--- src/rtcCtrl_config.svh ---
`ifndef RTC_CTRL_CONFIG_SVH
`define RTC_CTRL_CONFIG_SVH

// chip register map
`define RTC_CTRL_ADDR 8'h00
`define RTC_STAT_ADDR 8'h01
// seconds register with minutes through year following at +1 .. +5
`define RTC_FIELD_BASE 8'h21

// start-up values written once after reset
`define RTC_CTRL_INIT 8'h10
// writing zero clears all pending status flags
`define RTC_STAT_INIT 8'h00

// seconds, minutes, hours, day, month, year
`define RTC_NUM_FIELDS 6

// clock cycles spent in each of the address, data and recovery phases
`define BUS_PHASE_CYCLES 2

`endif
--- src/rtcCtrlPkg.sv ---
`default_nettype none

package rtcCtrlPkg;

	//////////////////////////////////////////////////////////////////////
	// time field and data types
	//////////////////////////////////////////////////////////////////////

	// 0 sec, 1 min, 2 hours, 3 day, 4 month, 5 year
	typedef logic [2:0] fieldIdx_t;

	// two packed BCD digits with the tens in the upper nibble
	typedef logic [7:0] bcd_t;

	//////////////////////////////////////////////////////////////////////
	// bus types
	//////////////////////////////////////////////////////////////////////

	// register address as sent in the address phase
	typedef logic [7:0] busAddr_t;

	// direction of one bus transaction
	typedef enum logic {
		opRead  = 1'b0,
		opWrite = 1'b1
	} busOp_t;

endpackage

`default_nettype wire

--- src/rtcCtrlTop.sv ---
`timescale 1ns/100ps
`default_nettype none

module rtcCtrlTop (
	input  wire                        clk,
	input  wire                        rst,
	input  wire rtcCtrlPkg::bcd_t      busDataIn,
	input  wire rtcCtrlPkg::fieldIdx_t fieldSel,
	input  wire                        stepUp,
	input  wire                        stepDown,
	input  wire rtcCtrlPkg::fieldIdx_t readIdx,
	output wire                        busAs,
	output wire                        busCs,
	output wire                        busRd,
	output wire                        busWr,
	output wire [7:0]                  busDataOut,
	output wire                        busDataOe,
	output wire rtcCtrlPkg::bcd_t      readData
);
	import rtcCtrlPkg::*;

	// sequencer to bus port
	wire           xferStart;
	wire busOp_t   xferOp;
	wire busAddr_t xferAddr;
	wire bcd_t     xferData;
	wire           xferDone;
	wire bcd_t     xferRdData;

	// sequencer to shadow
	wire            shadowWe;
	wire fieldIdx_t shadowWrIdx;
	wire bcd_t      shadowWrData;

	// editor side
	wire            editReq;
	wire            editAck;
	wire fieldIdx_t editIdx;
	wire bcd_t      editData;
	wire fieldIdx_t edRdIdx;
	wire bcd_t      edRdData;

	//////////////////////////////////////////////////////////////////////
	// transaction producer and pin consumer
	//////////////////////////////////////////////////////////////////////

	rtcSequencer u_seq (
		.clk(clk), .rst(rst),
		.xferDone(xferDone), .xferRdData(xferRdData),
		.editReq(editReq), .editIdx(editIdx), .editData(editData),
		.xferStart(xferStart), .xferOp(xferOp), .xferAddr(xferAddr), .xferData(xferData),
		.shadowWe(shadowWe), .shadowWrIdx(shadowWrIdx), .shadowWrData(shadowWrData),
		.editAck(editAck)
	);

	rtcBusPort u_bus (
		.clk(clk), .rst(rst),
		.xferStart(xferStart), .xferOp(xferOp), .xferAddr(xferAddr), .xferData(xferData),
		.busDataIn(busDataIn),
		.xferDone(xferDone), .xferRdData(xferRdData),
		.busAs(busAs), .busCs(busCs), .busRd(busRd), .busWr(busWr),
		.busDataOut(busDataOut), .busDataOe(busDataOe)
	);

	//////////////////////////////////////////////////////////////////////
	// shadow copy and user stepping
	//////////////////////////////////////////////////////////////////////

	// port A for the display, port B for the editor
	timeShadow u_shadow (
		.clk(clk), .rst(rst),
		.we(shadowWe), .wrIdx(shadowWrIdx), .wrData(shadowWrData),
		.rdIdxA(readIdx), .rdIdxB(edRdIdx),
		.rdDataA(readData), .rdDataB(edRdData)
	);

	userEditor u_edit (
		.clk(clk), .rst(rst),
		.fieldSel(fieldSel), .stepUp(stepUp), .stepDown(stepDown),
		.curData(edRdData), .editAck(editAck),
		.curIdx(edRdIdx), .editReq(editReq), .editIdx(editIdx), .editData(editData)
	);

endmodule

`default_nettype wire

--- src/userEditor.sv ---
`timescale 1ns/100ps
`default_nettype none
`include "rtcCtrl_config.svh"

module userEditor (
	input  wire                        clk,
	input  wire                        rst,
	input  wire rtcCtrlPkg::fieldIdx_t fieldSel,
	input  wire                        stepUp,
	input  wire                        stepDown,
	input  wire rtcCtrlPkg::bcd_t      curData,
	input  wire                        editAck,
	output rtcCtrlPkg::fieldIdx_t      curIdx,
	output logic                       editReq,
	output rtcCtrlPkg::fieldIdx_t      editIdx,
	output rtcCtrlPkg::bcd_t           editData
);
	import rtcCtrlPkg::*;

	localparam fieldIdx_t FieldHours = 3'd2;
	localparam fieldIdx_t FieldDay   = 3'd3;
	localparam fieldIdx_t FieldMonth = 3'd4;
	localparam fieldIdx_t FieldYear  = 3'd5;

	logic upSync;
	logic upPrev;
	logic downSync;
	logic downPrev;
	logic upEdge;
	logic downEdge;
	logic validSel;

	function automatic bcd_t fieldMin(input fieldIdx_t idx);
		return (idx == FieldDay || idx == FieldMonth) ? 8'h01 : 8'h00;
	endfunction

	function automatic bcd_t fieldMax(input fieldIdx_t idx);
		bcd_t lim;
		case (idx)
			FieldHours: lim = 8'h23;
			FieldDay:   lim = 8'h31;
			FieldMonth: lim = 8'h12;
			FieldYear:  lim = 8'h99;
			default:    lim = 8'h59;
		endcase
		return lim;
	endfunction

	//////////////////////////////////////////////////////////////////////
	// BCD step with wrap
	//////////////////////////////////////////////////////////////////////

	function automatic bcd_t bcdUp(input bcd_t v, input fieldIdx_t idx);
		bcd_t r;
		if (v >= fieldMax(idx)) begin
			r = fieldMin(idx);
		end else if (v[3:0] >= 4'd9) begin
			r = {v[7:4] + 4'd1, 4'd0};
		end else begin
			r = {v[7:4], v[3:0] + 4'd1};
		end
		return r;
	endfunction

	function automatic bcd_t bcdDown(input bcd_t v, input fieldIdx_t idx);
		bcd_t r;
		if (v <= fieldMin(idx)) begin
			r = fieldMax(idx);
		end else if (v[3:0] == 4'd0) begin
			r = {v[7:4] - 4'd1, 4'd9};
		end else begin
			r = {v[7:4], v[3:0] - 4'd1};
		end
		return r;
	endfunction

	// shadow is read at the selected field
	assign curIdx   = fieldSel;
	assign validSel = (int'(fieldSel) < `RTC_NUM_FIELDS);
	assign upEdge   = upSync && !upPrev;
	assign downEdge = downSync && !downPrev;

	always_ff @(posedge clk) begin
		if (rst) begin
			upSync   <= 1'b0;
			upPrev   <= 1'b0;
			downSync <= 1'b0;
			downPrev <= 1'b0;
			editReq  <= 1'b0;
		end else begin
			upSync   <= stepUp;
			upPrev   <= upSync;
			downSync <= stepDown;
			downPrev <= downSync;
			if (editAck) begin
				editReq <= 1'b0;
			end else if (!editReq && validSel && (upEdge || downEdge)) begin
				editReq <= 1'b1;
			end
		end
	end

	// edges seen while a request is pending are dropped
	always_ff @(posedge clk) begin
		if (!editReq && validSel && (upEdge || downEdge)) begin
			editIdx  <= fieldSel;
			// up wins when both rise together
			editData <= upEdge ? bcdUp(curData, fieldSel) : bcdDown(curData, fieldSel);
		end
	end

endmodule

`default_nettype wire

--- src/timeShadow.sv ---
`timescale 1ns/100ps
`default_nettype none
`include "rtcCtrl_config.svh"

module timeShadow (
	input  wire                        clk,
	input  wire                        rst,
	input  wire                        we,
	input  wire rtcCtrlPkg::fieldIdx_t wrIdx,
	input  wire rtcCtrlPkg::bcd_t      wrData,
	input  wire rtcCtrlPkg::fieldIdx_t rdIdxA,
	input  wire rtcCtrlPkg::fieldIdx_t rdIdxB,
	output rtcCtrlPkg::bcd_t           rdDataA,
	output rtcCtrlPkg::bcd_t           rdDataB
);
	import rtcCtrlPkg::*;

	localparam int NumFields = `RTC_NUM_FIELDS;

	bcd_t fields [NumFields];

	// one entry per time field and all zero until the first poll round
	always_ff @(posedge clk) begin
		if (rst) begin
			for (int i = 0; i < NumFields; i++) begin
				fields[i] <= '0;
			end
		end else if (we && int'(wrIdx) < NumFields) begin
			fields[wrIdx] <= wrData;
		end
	end

	// indices 6 and 7 have no field behind them
	assign rdDataA = (int'(rdIdxA) < NumFields) ? fields[rdIdxA] : '0;
	assign rdDataB = (int'(rdIdxB) < NumFields) ? fields[rdIdxB] : '0;

endmodule

`default_nettype wire

--- src/rtcSequencer.sv ---
`timescale 1ns/100ps
`default_nettype none
`include "rtcCtrl_config.svh"

module rtcSequencer (
	input  wire                        clk,
	input  wire                        rst,
	input  wire                        xferDone,
	input  wire rtcCtrlPkg::bcd_t      xferRdData,
	input  wire                        editReq,
	input  wire rtcCtrlPkg::fieldIdx_t editIdx,
	input  wire rtcCtrlPkg::bcd_t      editData,
	output logic                       xferStart,
	output rtcCtrlPkg::busOp_t         xferOp,
	output rtcCtrlPkg::busAddr_t       xferAddr,
	output rtcCtrlPkg::bcd_t           xferData,
	output logic                       shadowWe,
	output rtcCtrlPkg::fieldIdx_t      shadowWrIdx,
	output rtcCtrlPkg::bcd_t           shadowWrData,
	output logic                       editAck
);
	import rtcCtrlPkg::*;

	typedef enum logic [1:0] {
		stInitCtrl,
		stInitStat,
		stPoll,
		stEdit
	} seqState_t;

	localparam fieldIdx_t LastField = fieldIdx_t'(`RTC_NUM_FIELDS - 1);

	// state names the transaction in flight, fieldCnt the field being read
	seqState_t state;
	seqState_t nextState;
	fieldIdx_t fieldCnt;
	fieldIdx_t nextCnt;
	logic      started;
	logic      launch;
	busOp_t    txOp;
	busAddr_t  txAddr;
	bcd_t      txData;

	//////////////////////////////////////////////////////////////////////
	// scheduling
	//////////////////////////////////////////////////////////////////////

	always_comb begin
		nextState = state;
		nextCnt   = fieldCnt;
		if (xferDone) begin
			case (state)
				stInitCtrl: nextState = stInitStat;
				stInitStat: begin
					nextState = stPoll;
					nextCnt   = '0;
				end
				stPoll: begin
					if (fieldCnt == LastField) begin
						// squeeze in a pending edit at the end of a round
						nextCnt   = '0;
						nextState = editReq ? stEdit : stPoll;
					end else begin
						nextCnt = fieldCnt + fieldIdx_t'(1);
					end
				end
				default: begin
					nextState = stPoll;
					nextCnt   = '0;
				end
			endcase
		end
	end

	// first launch after reset and then one on every done
	assign launch = !started || xferDone;

	//////////////////////////////////////////////////////////////////////
	// transaction contents
	//////////////////////////////////////////////////////////////////////

	always_comb begin
		txOp   = opRead;
		txAddr = `RTC_FIELD_BASE + busAddr_t'(nextCnt);
		txData = '0;
		case (nextState)
			stInitCtrl: begin
				txOp   = opWrite;
				txAddr = `RTC_CTRL_ADDR;
				txData = `RTC_CTRL_INIT;
			end
			stInitStat: begin
				txOp   = opWrite;
				txAddr = `RTC_STAT_ADDR;
				txData = `RTC_STAT_INIT;
			end
			stEdit: begin
				txOp   = opWrite;
				txAddr = `RTC_FIELD_BASE + busAddr_t'(editIdx);
				txData = editData;
			end
			default: ;
		endcase
	end

	always_ff @(posedge clk) begin
		if (rst) begin
			state     <= stInitCtrl;
			fieldCnt  <= '0;
			started   <= 1'b0;
			xferStart <= 1'b0;
			shadowWe  <= 1'b0;
		end else begin
			state     <= nextState;
			fieldCnt  <= nextCnt;
			xferStart <= launch;
			if (launch) begin
				started <= 1'b1;
			end
			// poll result lands in the shadow one cycle after done
			shadowWe <= xferDone && (state == stPoll);
		end
	end

	// held stable until the next launch
	always_ff @(posedge clk) begin
		if (launch) begin
			xferOp   <= txOp;
			xferAddr <= txAddr;
			xferData <= txData;
		end
		shadowWrIdx  <= fieldCnt;
		shadowWrData <= xferRdData;
	end

	assign editAck = xferDone && (state == stEdit);

endmodule

`default_nettype wire

--- src/rtcBusPort.sv ---
`timescale 1ns/100ps
`default_nettype none
`include "rtcCtrl_config.svh"

module rtcBusPort (
	input  wire                       clk,
	input  wire                       rst,
	input  wire                       xferStart,
	input  wire rtcCtrlPkg::busOp_t   xferOp,
	input  wire rtcCtrlPkg::busAddr_t xferAddr,
	input  wire rtcCtrlPkg::bcd_t     xferData,
	input  wire rtcCtrlPkg::bcd_t     busDataIn,
	output logic                      xferDone,
	output rtcCtrlPkg::bcd_t          xferRdData,
	output logic                      busAs,
	output logic                      busCs,
	output logic                      busRd,
	output logic                      busWr,
	output logic [7:0]                busDataOut,
	output logic                      busDataOe
);
	import rtcCtrlPkg::*;

	typedef enum logic [1:0] {
		phIdle,
		phAddr,
		phData,
		phRecov
	} busPhase_t;

	busPhase_t  phase;
	logic [2:0] phaseCnt;
	logic       lastCycle;

	assign lastCycle = (phaseCnt == 3'(`BUS_PHASE_CYCLES - 1));

	//////////////////////////////////////////////////////////////////////
	// phase sequencing
	//////////////////////////////////////////////////////////////////////

	always_ff @(posedge clk) begin
		if (rst) begin
			phase    <= phIdle;
			phaseCnt <= '0;
		end else if (phase == phIdle) begin
			phaseCnt <= '0;
			if (xferStart) begin
				phase <= phAddr;
			end
		end else if (lastCycle) begin
			phaseCnt <= '0;
			case (phase)
				phAddr:  phase <= phData;
				phData:  phase <= phRecov;
				default: phase <= phIdle;
			endcase
		end else begin
			phaseCnt <= phaseCnt + 3'd1;
		end
	end

	// read byte is taken on the last data cycle while the strobe is still low
	always_ff @(posedge clk) begin
		if (phase == phData && lastCycle && xferOp == opRead) begin
			xferRdData <= busDataIn;
		end
	end

	assign xferDone = (phase == phRecov) && lastCycle;

	//////////////////////////////////////////////////////////////////////
	// pin decode
	//////////////////////////////////////////////////////////////////////

	assign busAs = (phase == phAddr);
	assign busCs = !(phase == phAddr || phase == phData);
	assign busRd = !(phase == phData && xferOp == opRead);
	assign busWr = !(phase == phData && xferOp == opWrite);

	// address and write data share the lines
	always_comb begin
		busDataOut = '0;
		busDataOe  = 1'b0;
		if (phase == phAddr) begin
			busDataOut = xferAddr;
			busDataOe  = 1'b1;
		end else if (phase == phData && xferOp == opWrite) begin
			busDataOut = xferData;
			busDataOe  = 1'b1;
		end
	end

endmodule

`default_nettype wire

--- config.mk ---
export PLATFORM = sky130hd
export DESIGN_NAME = rtcCtrlTop
export DESIGN_NICKNAME = d
export VERILOG_FILES = /design/src/rtcCtrlPkg.sv /design/src/rtcCtrlTop.sv /design/src/userEditor.sv /design/src/timeShadow.sv /design/src/rtcSequencer.sv /design/src/rtcBusPort.sv
export VERILOG_INCLUDE_DIRS = /design/src /design/src/src
export SDC_FILE = /design/constraint.sdc
export NUM_CORES = 1
export LEC_CHECK = 0
export ABC_AREA = 0
export BUFFER_PORTS_ARGS = -buffer_cell sky130_fd_sc_hd__clkbuf_2
export CORE_ASPECT_RATIO = 1.25
export CORE_MARGIN = 2
export CORE_UTILIZATION = 30
export DETAILED_ROUTE_END_ITERATION = 10
export GPL_TIMING_DRIVEN = 0
export SLEW_MARGIN = 20
export SYNTH_ARGS = -nofsm -noshare
export SYNTH_HDL_FRONTEND = slang
export SYNTH_SLANG_ARGS = --single-unit
--- constraint.sdc ---
create_clock -name clk -period 8.35 [get_ports clk]
set_input_delay 1.67 -clock clk [delete_from_list [all_inputs] [get_ports clk]]
set_output_delay 1.67 -clock clk [all_outputs]
set_load 0.005 [all_outputs]
==> metrics.md, run 1 <==
| Metric | Value |
|---|---|
| Total of max-cap violations | 0 |
| Commonest cells post-synth | edfxtp_1, nor2_1, nand2_1 |
| Worst-Skew Late Latency | 0.36 ns |
| Post-detail-place hpwl | 9540 um |
| Die Wd | 126 um |
| Layout Skew | 0.0115 ns |
| CP Data Required Time | 6.68 ns |
| WL per Instance | 14.9 um |
| Period minus WS final | 5.39 ns |
| Final setup fails | 0 |
| GRT Util Overall | 12.7% |
| Final hold violations | 0 |
| Seq cells post-synth | 110 |
| Die Ht | 157 um |
| Data arrival, critical path | 3.72 ns |
| Run status | finished, final reports clean |
| Post-CTS sizing | 0 |
| CP max FO | 10 |
| H-tree Lvls | 3 |
| Fmax achieved | 185 MHz |
| Synthesized area | 5600 um^2 |
| TritonCTS clock tree | yes |
| Initial antenna violation count | 0 |
| CP endpoint kind | output port |
| # hold bufs at CTS | 0 |
| Port bufs | 35 |
| Initial Utilization | 30.8% |
| Peak VDD IR | 0.0963 mV |
| Die footprint | 19800 um^2 |
| Hold Crit Class | reg -> reg |
| Fillers | 1809 |
| Syn Nets | 555 |
| Largest net degree at the start of global routing | 21 |
| Root buffer cell | clkbuf_16 |
| Row cnt | 55 |
| Async SR Flop Fraction | 0% |
| Syn Area/Cell | 10.9 um^2 |
| Slew @ Worst Pin | 1.12 ns |
| Power after layout | 1.16 mW |
| Final Wtd Congestion | 0.912 |
| Pwr/cell area | 183 nW/um^2 |
| Slew Limit Fails | 0 |
| Number of top-level pins | 39 |
| Top area cells in the synthesized netlist | edfxtp_1, dfxtp_1, ha_1 |
| Antenna cells | 0 |
| Critical path class | in -> out |
| Area Overhead vs Synth | 13.5% |
| Longest Clk Path Bufs | 2 |
| Num CTS Buffers | 9 |
| Wire length of the first global-routing pass | 19700 um |
| Routed wire length | 11800 um |
| Total grt overflow | 0 |
| Core area | 18200 um^2 |
| Top FF cell, synth | edfxtp_1 |
| Unique masters post-synth | 53 |
| Area leader, netlist | edfxtp_1 |
| Worst Hold Depth | 0 |
| Fin crit share | 64.6% |
| Syn Inst Count | 512 |
| RSZ-0062 raised after global routing | false |
| Seq/Total Area, Yosys | 53.8% |
| Path depth of the worst reg2reg path | 12 |
| Clock-pin transition on the worst setup and hold timing paths | 0.06 ns |
| Clock sinks | 110 |
| Post-CTS Setup Bufs | 0 |
| YS warnings | 0 |
| Critical Path Start Type | input pin |
| DRT antenna net count | 0 |
| Via count | 3828 |
| Cell with the most instances after synthesis | edfxtp_1 |
| Top-area cell type share of the netlist area | 43.5% |
| Vias per cell | 4.83 |
| Vias in the first global route | 3927 |
| Max-Slew Margin vs Limit | 25.2% |
| Lkg Pwr | 2.53 nW |
| Initial DRC Count | 134 |
| Post-synth EDFFs | 81 |
| Post-layout util | 35.0% |
| Nets@finish | 602 |
| Residual DRC | 0 |
| Final TNS setup | 0 ns |
| Share of cells above drive strength 1 | 15.1% |
| Router iterations before antenna repair | 4 |
==> worst paths after layout <==
path	from	endpoint	slack [ns]
hold reg to reg	u_bus.xferRdData[1]	u_seq.shadowWrData[1]	0.34
setup reg to reg	u_shadow.fields[5][4]	u_edit.editData[3]	5.12
setup / recovery	readIdx[0]	readData[5]	2.96
hold / removal	u_bus.xferRdData[1]	u_seq.shadowWrData[1]	0.34
==> power breakdown <==
group / internal (mW) / total, mW / switching, mW
sequential: 0.606 / 0.616 / 0.00950
combinational: 0.0583 / 0.140 / 0.0817
clock: 0.208 / 0.407 / 0.199
==> cell type report <==
cell class | instances | area, um^2 | area share, %
clock inverters | 6 | 53.8 | 0.847
multi-input cells | 342 | 2340 | 36.8
plain buffers | 23 | 115 | 1.81
clock buffers | 10 | 229 | 3.60
repair buffers | 36 | 183 | 2.87
flip-flops and latches | 110 | 3010 | 47.4
well taps | 228 | 285 | 4.49
inverters | 37 | 139 | 2.19
==> worst max-delay path, cell delays in order <==
cell and delay, ns:
clkbuf_1 0.47, clkbuf_1 0.66, mux4_2 0.58, inv_1 0.06, o22ai_1 0.11, clkbuf_2 0.16
==> flip-flops by register name, summed over array words and instances (netlist names), 3 cells and up <==
name / cells
u_edit.editData: 8
u_seq.shadowWrIdx: 3
u_seq.fieldCnt: 3
u_bus.xferRdData: 8
u_bus.phaseCnt: 3
u_seq.xferData: 8
u_shadow.fields: 48
u_edit.editIdx: 3
u_seq.xferAddr: 5
u_seq.shadowWrData: 8
==> placed cells by master, fill, tap and decap left out, drive strengths merged, types with 3 or more instances in the layout <==
master  netlist  final
clkbuf       13     58
nand2        43     43
dfxtp        29     29
o21ai        16     16
a21oi        17     17
mux4         10     10
ha           25     25
nor3b         3      3
mux2i        31     31
nand3b        3      3
xnor2         3      3
or2           4      4
edfxtp       81     81
nand2b        9      9
a211oi        5      5
nand3         7      7
nor2b         9      9
inv          37     40
o22ai        13     13
buf          10     11
and2         12     12
nor3         12     12
nor2         80     80
mux2          8      8
==> kinds of logic (layout without fill, tap and decap cells) <==
| logic type | after synthesis | in the layout | synth area share (%) |
|---|---|---|---|
| AO/OA/AOI/OAI | 68 | 68 | 7.69 |
| buffers and inverters | 60 | 112 | 4.54 |
| flip-flops | 110 | 110 | 53.8 |
| adder cells (fa/ha/maj) | 25 | 25 | 5.59 |
| XOR/XNOR | 5 | 5 | 0.782 |
| AND/OR/NAND/NOR | 195 | 195 | 16.3 |
| multiplexers | 49 | 49 | 11.2 |
==> through the flow <==
step                      setup slack [ns]  instances  hold WS (ns)  instance area [um^2]
after floorplan                       3.47        512         0.323                  5600
after global placement                2.86        775         0.325                  6060
after detailed placement              2.80        776         0.327                  6070
after CTS                             2.96        792         0.342                  6350
after global routing                  2.84        792         0.362                  6350
final                                 2.96        792         0.341                  6350
==> metal layers <==
layer	vias to the layer above	GRT usage (%)	wire length, um
met3	24	2.80	394
met4	0	6.80	409
met5	-	0	0
li1	1916	-	-
met1	1811	13.8	4770
met2	77	23.0	6260
Note: power is estimated with default switching activity, not from simulation.
==> inputs of run 2 (changes only) <==
--- a/config.mk
+++ b/config.mk
@@ -6,7 +6,7 @@
 export SDC_FILE = /design/constraint.sdc
 export NUM_CORES = 1
 export LEC_CHECK = 0
-export ABC_AREA = 0
+export ABC_AREA = 1
 export BUFFER_PORTS_ARGS = -buffer_cell sky130_fd_sc_hd__clkbuf_2
 export CORE_ASPECT_RATIO = 1.25
 export CORE_MARGIN = 2
==> constraint.sdc (replaced) <==
create_clock -name clk -period 4.5 [get_ports clk]
set_input_delay 0.9 -clock clk [delete_from_list [all_inputs] [get_ports clk]]
set_output_delay 0.9 -clock clk [all_outputs]
set_load 0.005 [all_outputs]
==> metrics.md, run 2 <==
| Metric | Value |
|---|---|
| Slew @ Worst Pin | 0.900 ns (-0.222 ns) |
| Nets@finish | 832 (+38%) |
| Worst reg2reg path endpoint | u_seq.xferAddr[2] |
| Final hold violations | 0 (unchanged) |
| Async SR Flop Fraction | 0% (unchanged) |
| Fmax achieved | 297 MHz |
| Initial DRC Count | 411 (+210%) |
| Final setup fails | 0 (unchanged) |
| Post-detail-place hpwl | 11200 um (+17%) |
| Commonest cells after routing, fill and taps aside | nor2_1, nand2_1, edfxtp_1, inv_1, o21ai_0 |
| Max reg flops | 64 (+33%) |
| Synth Area in Simple Gates | 23.9% (+7.6 points) |
| Slew Limit Fails | 0 (unchanged) |
| Area share of fa/ha/maj cells after synthesis | 4.83% (-0.76 points) |
| Cell with the most instances after synthesis | nor2_1 |
| Path depth of the worst reg2reg path | 15 (+3) |
| YS warnings | 0 (unchanged) |
| Largest family of logic cells by synthesized area | simple AND/OR/NAND/NOR gates |
| Worst R2R Setup Slack | 1.73 ns (-3.39 ns) |
| Syn Inst Count | 716 (+40%) |
| WL per Instance | 14.1 um (-5.4%) |
| Power after layout | 3.15 mW (+170%) |
| Final TNS setup | 0 ns (unchanged) |
| Root buffer cell | clkbuf_16 |
| Period minus WS final | 3.37 ns |
| DRT antenna net count | 0 (unchanged) |
| Router iterations before antenna repair | 5 (+1) |
| Fin crit share | 74.8% |
| Worst path buffer plus inverter count | 4 (unchanged) |
| Data arrival, critical path | 2.47 ns (-1.25 ns) |
| Worst-path cell chain | clkbuf_2, inv_1, clkbuf_1, o21ai_0, o21ai_0, a22o_1, clkbuf_2 |
| Die footprint | 22800 um^2 (+15%) |
| Register bank with the most flops | u_shadow.fields |
| Total grt overflow | 0 (unchanged) |
| Wire length of the first global-routing pass | 24700 um (+26%) |
| Commonest cells post-synth | nor2_1, nand2_1, edfxtp_1 |
| Lkg Pwr | 3.31 nW (+31%) |
| Synthesized area | 6480 um^2 (+16%) |
| Longest Clk Path Bufs | 2 (unchanged) |
| Dpl cells | 1049 (+35%) |
| Critical Path Slowest Stage Cell | clkbuf_1 |
| Seq/Total Area, Yosys | 53.9% (+0.098 points) |
| Share of cells above drive strength 1 | 14.7% (-0.36 points) |
| Post-CTS sizing | 0 (unchanged) |
| Die Ht | 168 um (+7.4%) |
| Post-synthesis compound-gate area fraction | 9.19% (+1.5 points) |
| Vias per cell | 4.61 (-4.6%) |
| Clock-pin transition on the worst setup and hold timing paths | 0.06 ns (about the same) |
| Worst Setup SP | readIdx[1] |
| Via count | 4982 (+30%) |
| Hold Crit Class | reg -> reg |
| # hold bufs at CTS | 0 (unchanged) |
| Post-synthesis mux area share | 0% (-11 points) |
| Row cnt | 60 (+9.1%) |
| CP endpoint kind | output port |
| CP Data Required Time | 3.60 ns (-3.08 ns) |
| Routed wire length | 15300 um (+29%) |
| Number of top-level pins | 39 (unchanged) |
| Non-Filler Instances | 1081 (+36%) |
| Final hold slack | 0.339 ns (-0.00197 ns) |
| Residual DRC | 0 (unchanged) |
| CP max FO | 10 (unchanged) |
| Initial Utilization | 30.3% (-0.53 points) |
| Core area | 21400 um^2 (+18%) |
| Reg2reg start | u_bus.phaseCnt[0] |
| Critical Path Start Type | input pin |
| TritonCTS clock tree | yes |
| Number of cells on the critical path | 7 (+1) |
| Clock sinks | 126 (+15%) |
| H-tree Lvls | 4 (+1) |
| Post-synth EDFFs | 97 (+20%) |
| RSZ-0062 raised after global routing | false |
| Area Overhead vs Synth | 18.6% |
| Run status | finished, final reports clean |
| Layout Skew | 0.00701 ns (-0.00452 ns) |
| Vias in the first global route | 4788 (+22%) |
| Unique masters post-synth | 45 (-15%) |
| Antenna cells | 0 (unchanged) |
| Top-area cell type share of the netlist area | 45.0% (+1.5 points) |
| Xor-xnor portion of the synthesized cell area | 0.676% (-0.11 points) |
| Largest net degree at the start of global routing | 17 (-19%) |
| Pwr/cell area | 410 nW/um^2 (+120%) |
| Largest stage delay, worst path | 0.45 ns (-0.21 ns) |
| Final Wtd Congestion | 0.861 (-5.6%) |
| Total of max-cap violations | 0 (unchanged) |
| CP top delay family | buffers and inverters |
| Die Wd | 135 um (+7.3%) |
| Max-Slew Margin vs Limit | 39.8% (+15 points) |
| Setup crit end | readData[3] |
| Area leader, netlist | edfxtp_1 |
| Peak VDD IR | 0.345 mV (+260%) |
| Most common cell after layout, fill and taps aside | nor2_1 |
| Top FF cell, synth | edfxtp_1 |
| GRT Util Overall | 14.2% (+1.5 points) |
| Top area cells in the synthesized netlist | edfxtp_1, dfxtp_1, nor2_1 |
| Post-CTS Setup Bufs | 0 (unchanged) |
| Hold path start | u_bus.xferRdData[3] |
| Initial antenna violation count | 0 (unchanged) |
| Port bufs | 38 (+8.6%) |
| Num CTS Buffers | 17 (+8) |
| Syn Area/Cell | 9.05 um^2 (-17%) |
| Seq cells post-synth | 126 (+15%) |
| Critical path class | in -> out |
| Worst-Skew Late Latency | 0.42 ns (+0.06 ns) |
-- run 2: cell count changes after synthesis, moves of 9 or more --
cell,change
and2_1,-12
edfxtp_1,+16
inv_1,+56
mux2i_1,-31
mux4_2,-10
nand2_1,+84
nand2b_1,-9
nand3_1,+33
nor2_1,+50
nor2b_1,-9
o21ai_0,+33
-- run 2: final cells by class --
type / count / area (um^2)
Buffer: 18 / 110
Clock buffer: 23 / 532
Clock inverter: 9 / 66.3
Fill cell: 2197 / 13700
Inverter: 97 / 372
Multi-Input combinational cell: 490 / 2560
Sequential cell: 126 / 3490
Tap cell: 279 / 349
Timing Repair Buffer: 39 / 198
-- run 2: report_power, final --
group | leakage (nW) | internal [mW] | total (mW) | switching [mW]
registers | 1.21 | 1.31 | 1.34 | 0.0301
logic | 1.79 | 0.163 | 0.458 | 0.294
clock network | 0.300 | 0.837 | 1.35 | 0.517
total | 3.31 | 2.31 | 3.15 | 0.841
-- run 2: worst min path at each step --
stage	end	slack, ns	cells after the start
floorplan	u_seq.shadowWrData[0]	0.32	0
global placement	u_seq.shadowWrData[4]	0.32	0
detailed placement	u_seq.shadowWrData[3]	0.33	0
CTS	u_seq.shadowWrData[3]	0.34	0
global route	u_seq.shadowWrData[4]	0.35	0
finish	u_seq.shadowWrData[3]	0.34	0
-- run 2: worst reg2reg max path, delay by kind of cell, from the launching register on --
family                   cells  cell delay (ns)
AND/OR/NAND/NOR              7             0.65
buffers and inverters        3             0.43
flip-flops                   1             0.36
adder cells (fa/ha/maj)      3             0.63
AO/OA/AOI/OAI                2             0.45
-- run 2: logic make-up after synthesis --
logic type	after synthesis
AND/OR/NAND/NOR	341
flip-flops	126
buffers and inverters	115
AO/OA/AOI/OAI	103
adder cells (fa/ha/maj)	25
XOR/XNOR	5
other	1
-- run 2: metal layers --
layer / global-route usage (%) / part of all wire (%)
met3: 3.49 / 4.2
met5: 0 / 0
met4: 5.66 / 2.9
met1: 17.5 / 43
met2: 23.9 / 50
-- run 2: metrics by stage --
step | cell area [um^2] | setup slack, ns | util [%]
final | 7680 | 1.13 | 35.9
after global routing | 7680 | 1.05 | 35.9
after CTS | 7680 | 1.17 | 35.9
after detailed placement | 7090 | 0.931 | 33.1
after global placement | 7070 | 0.933 | 33.1
after floorplan | 6540 | 1.53 | -
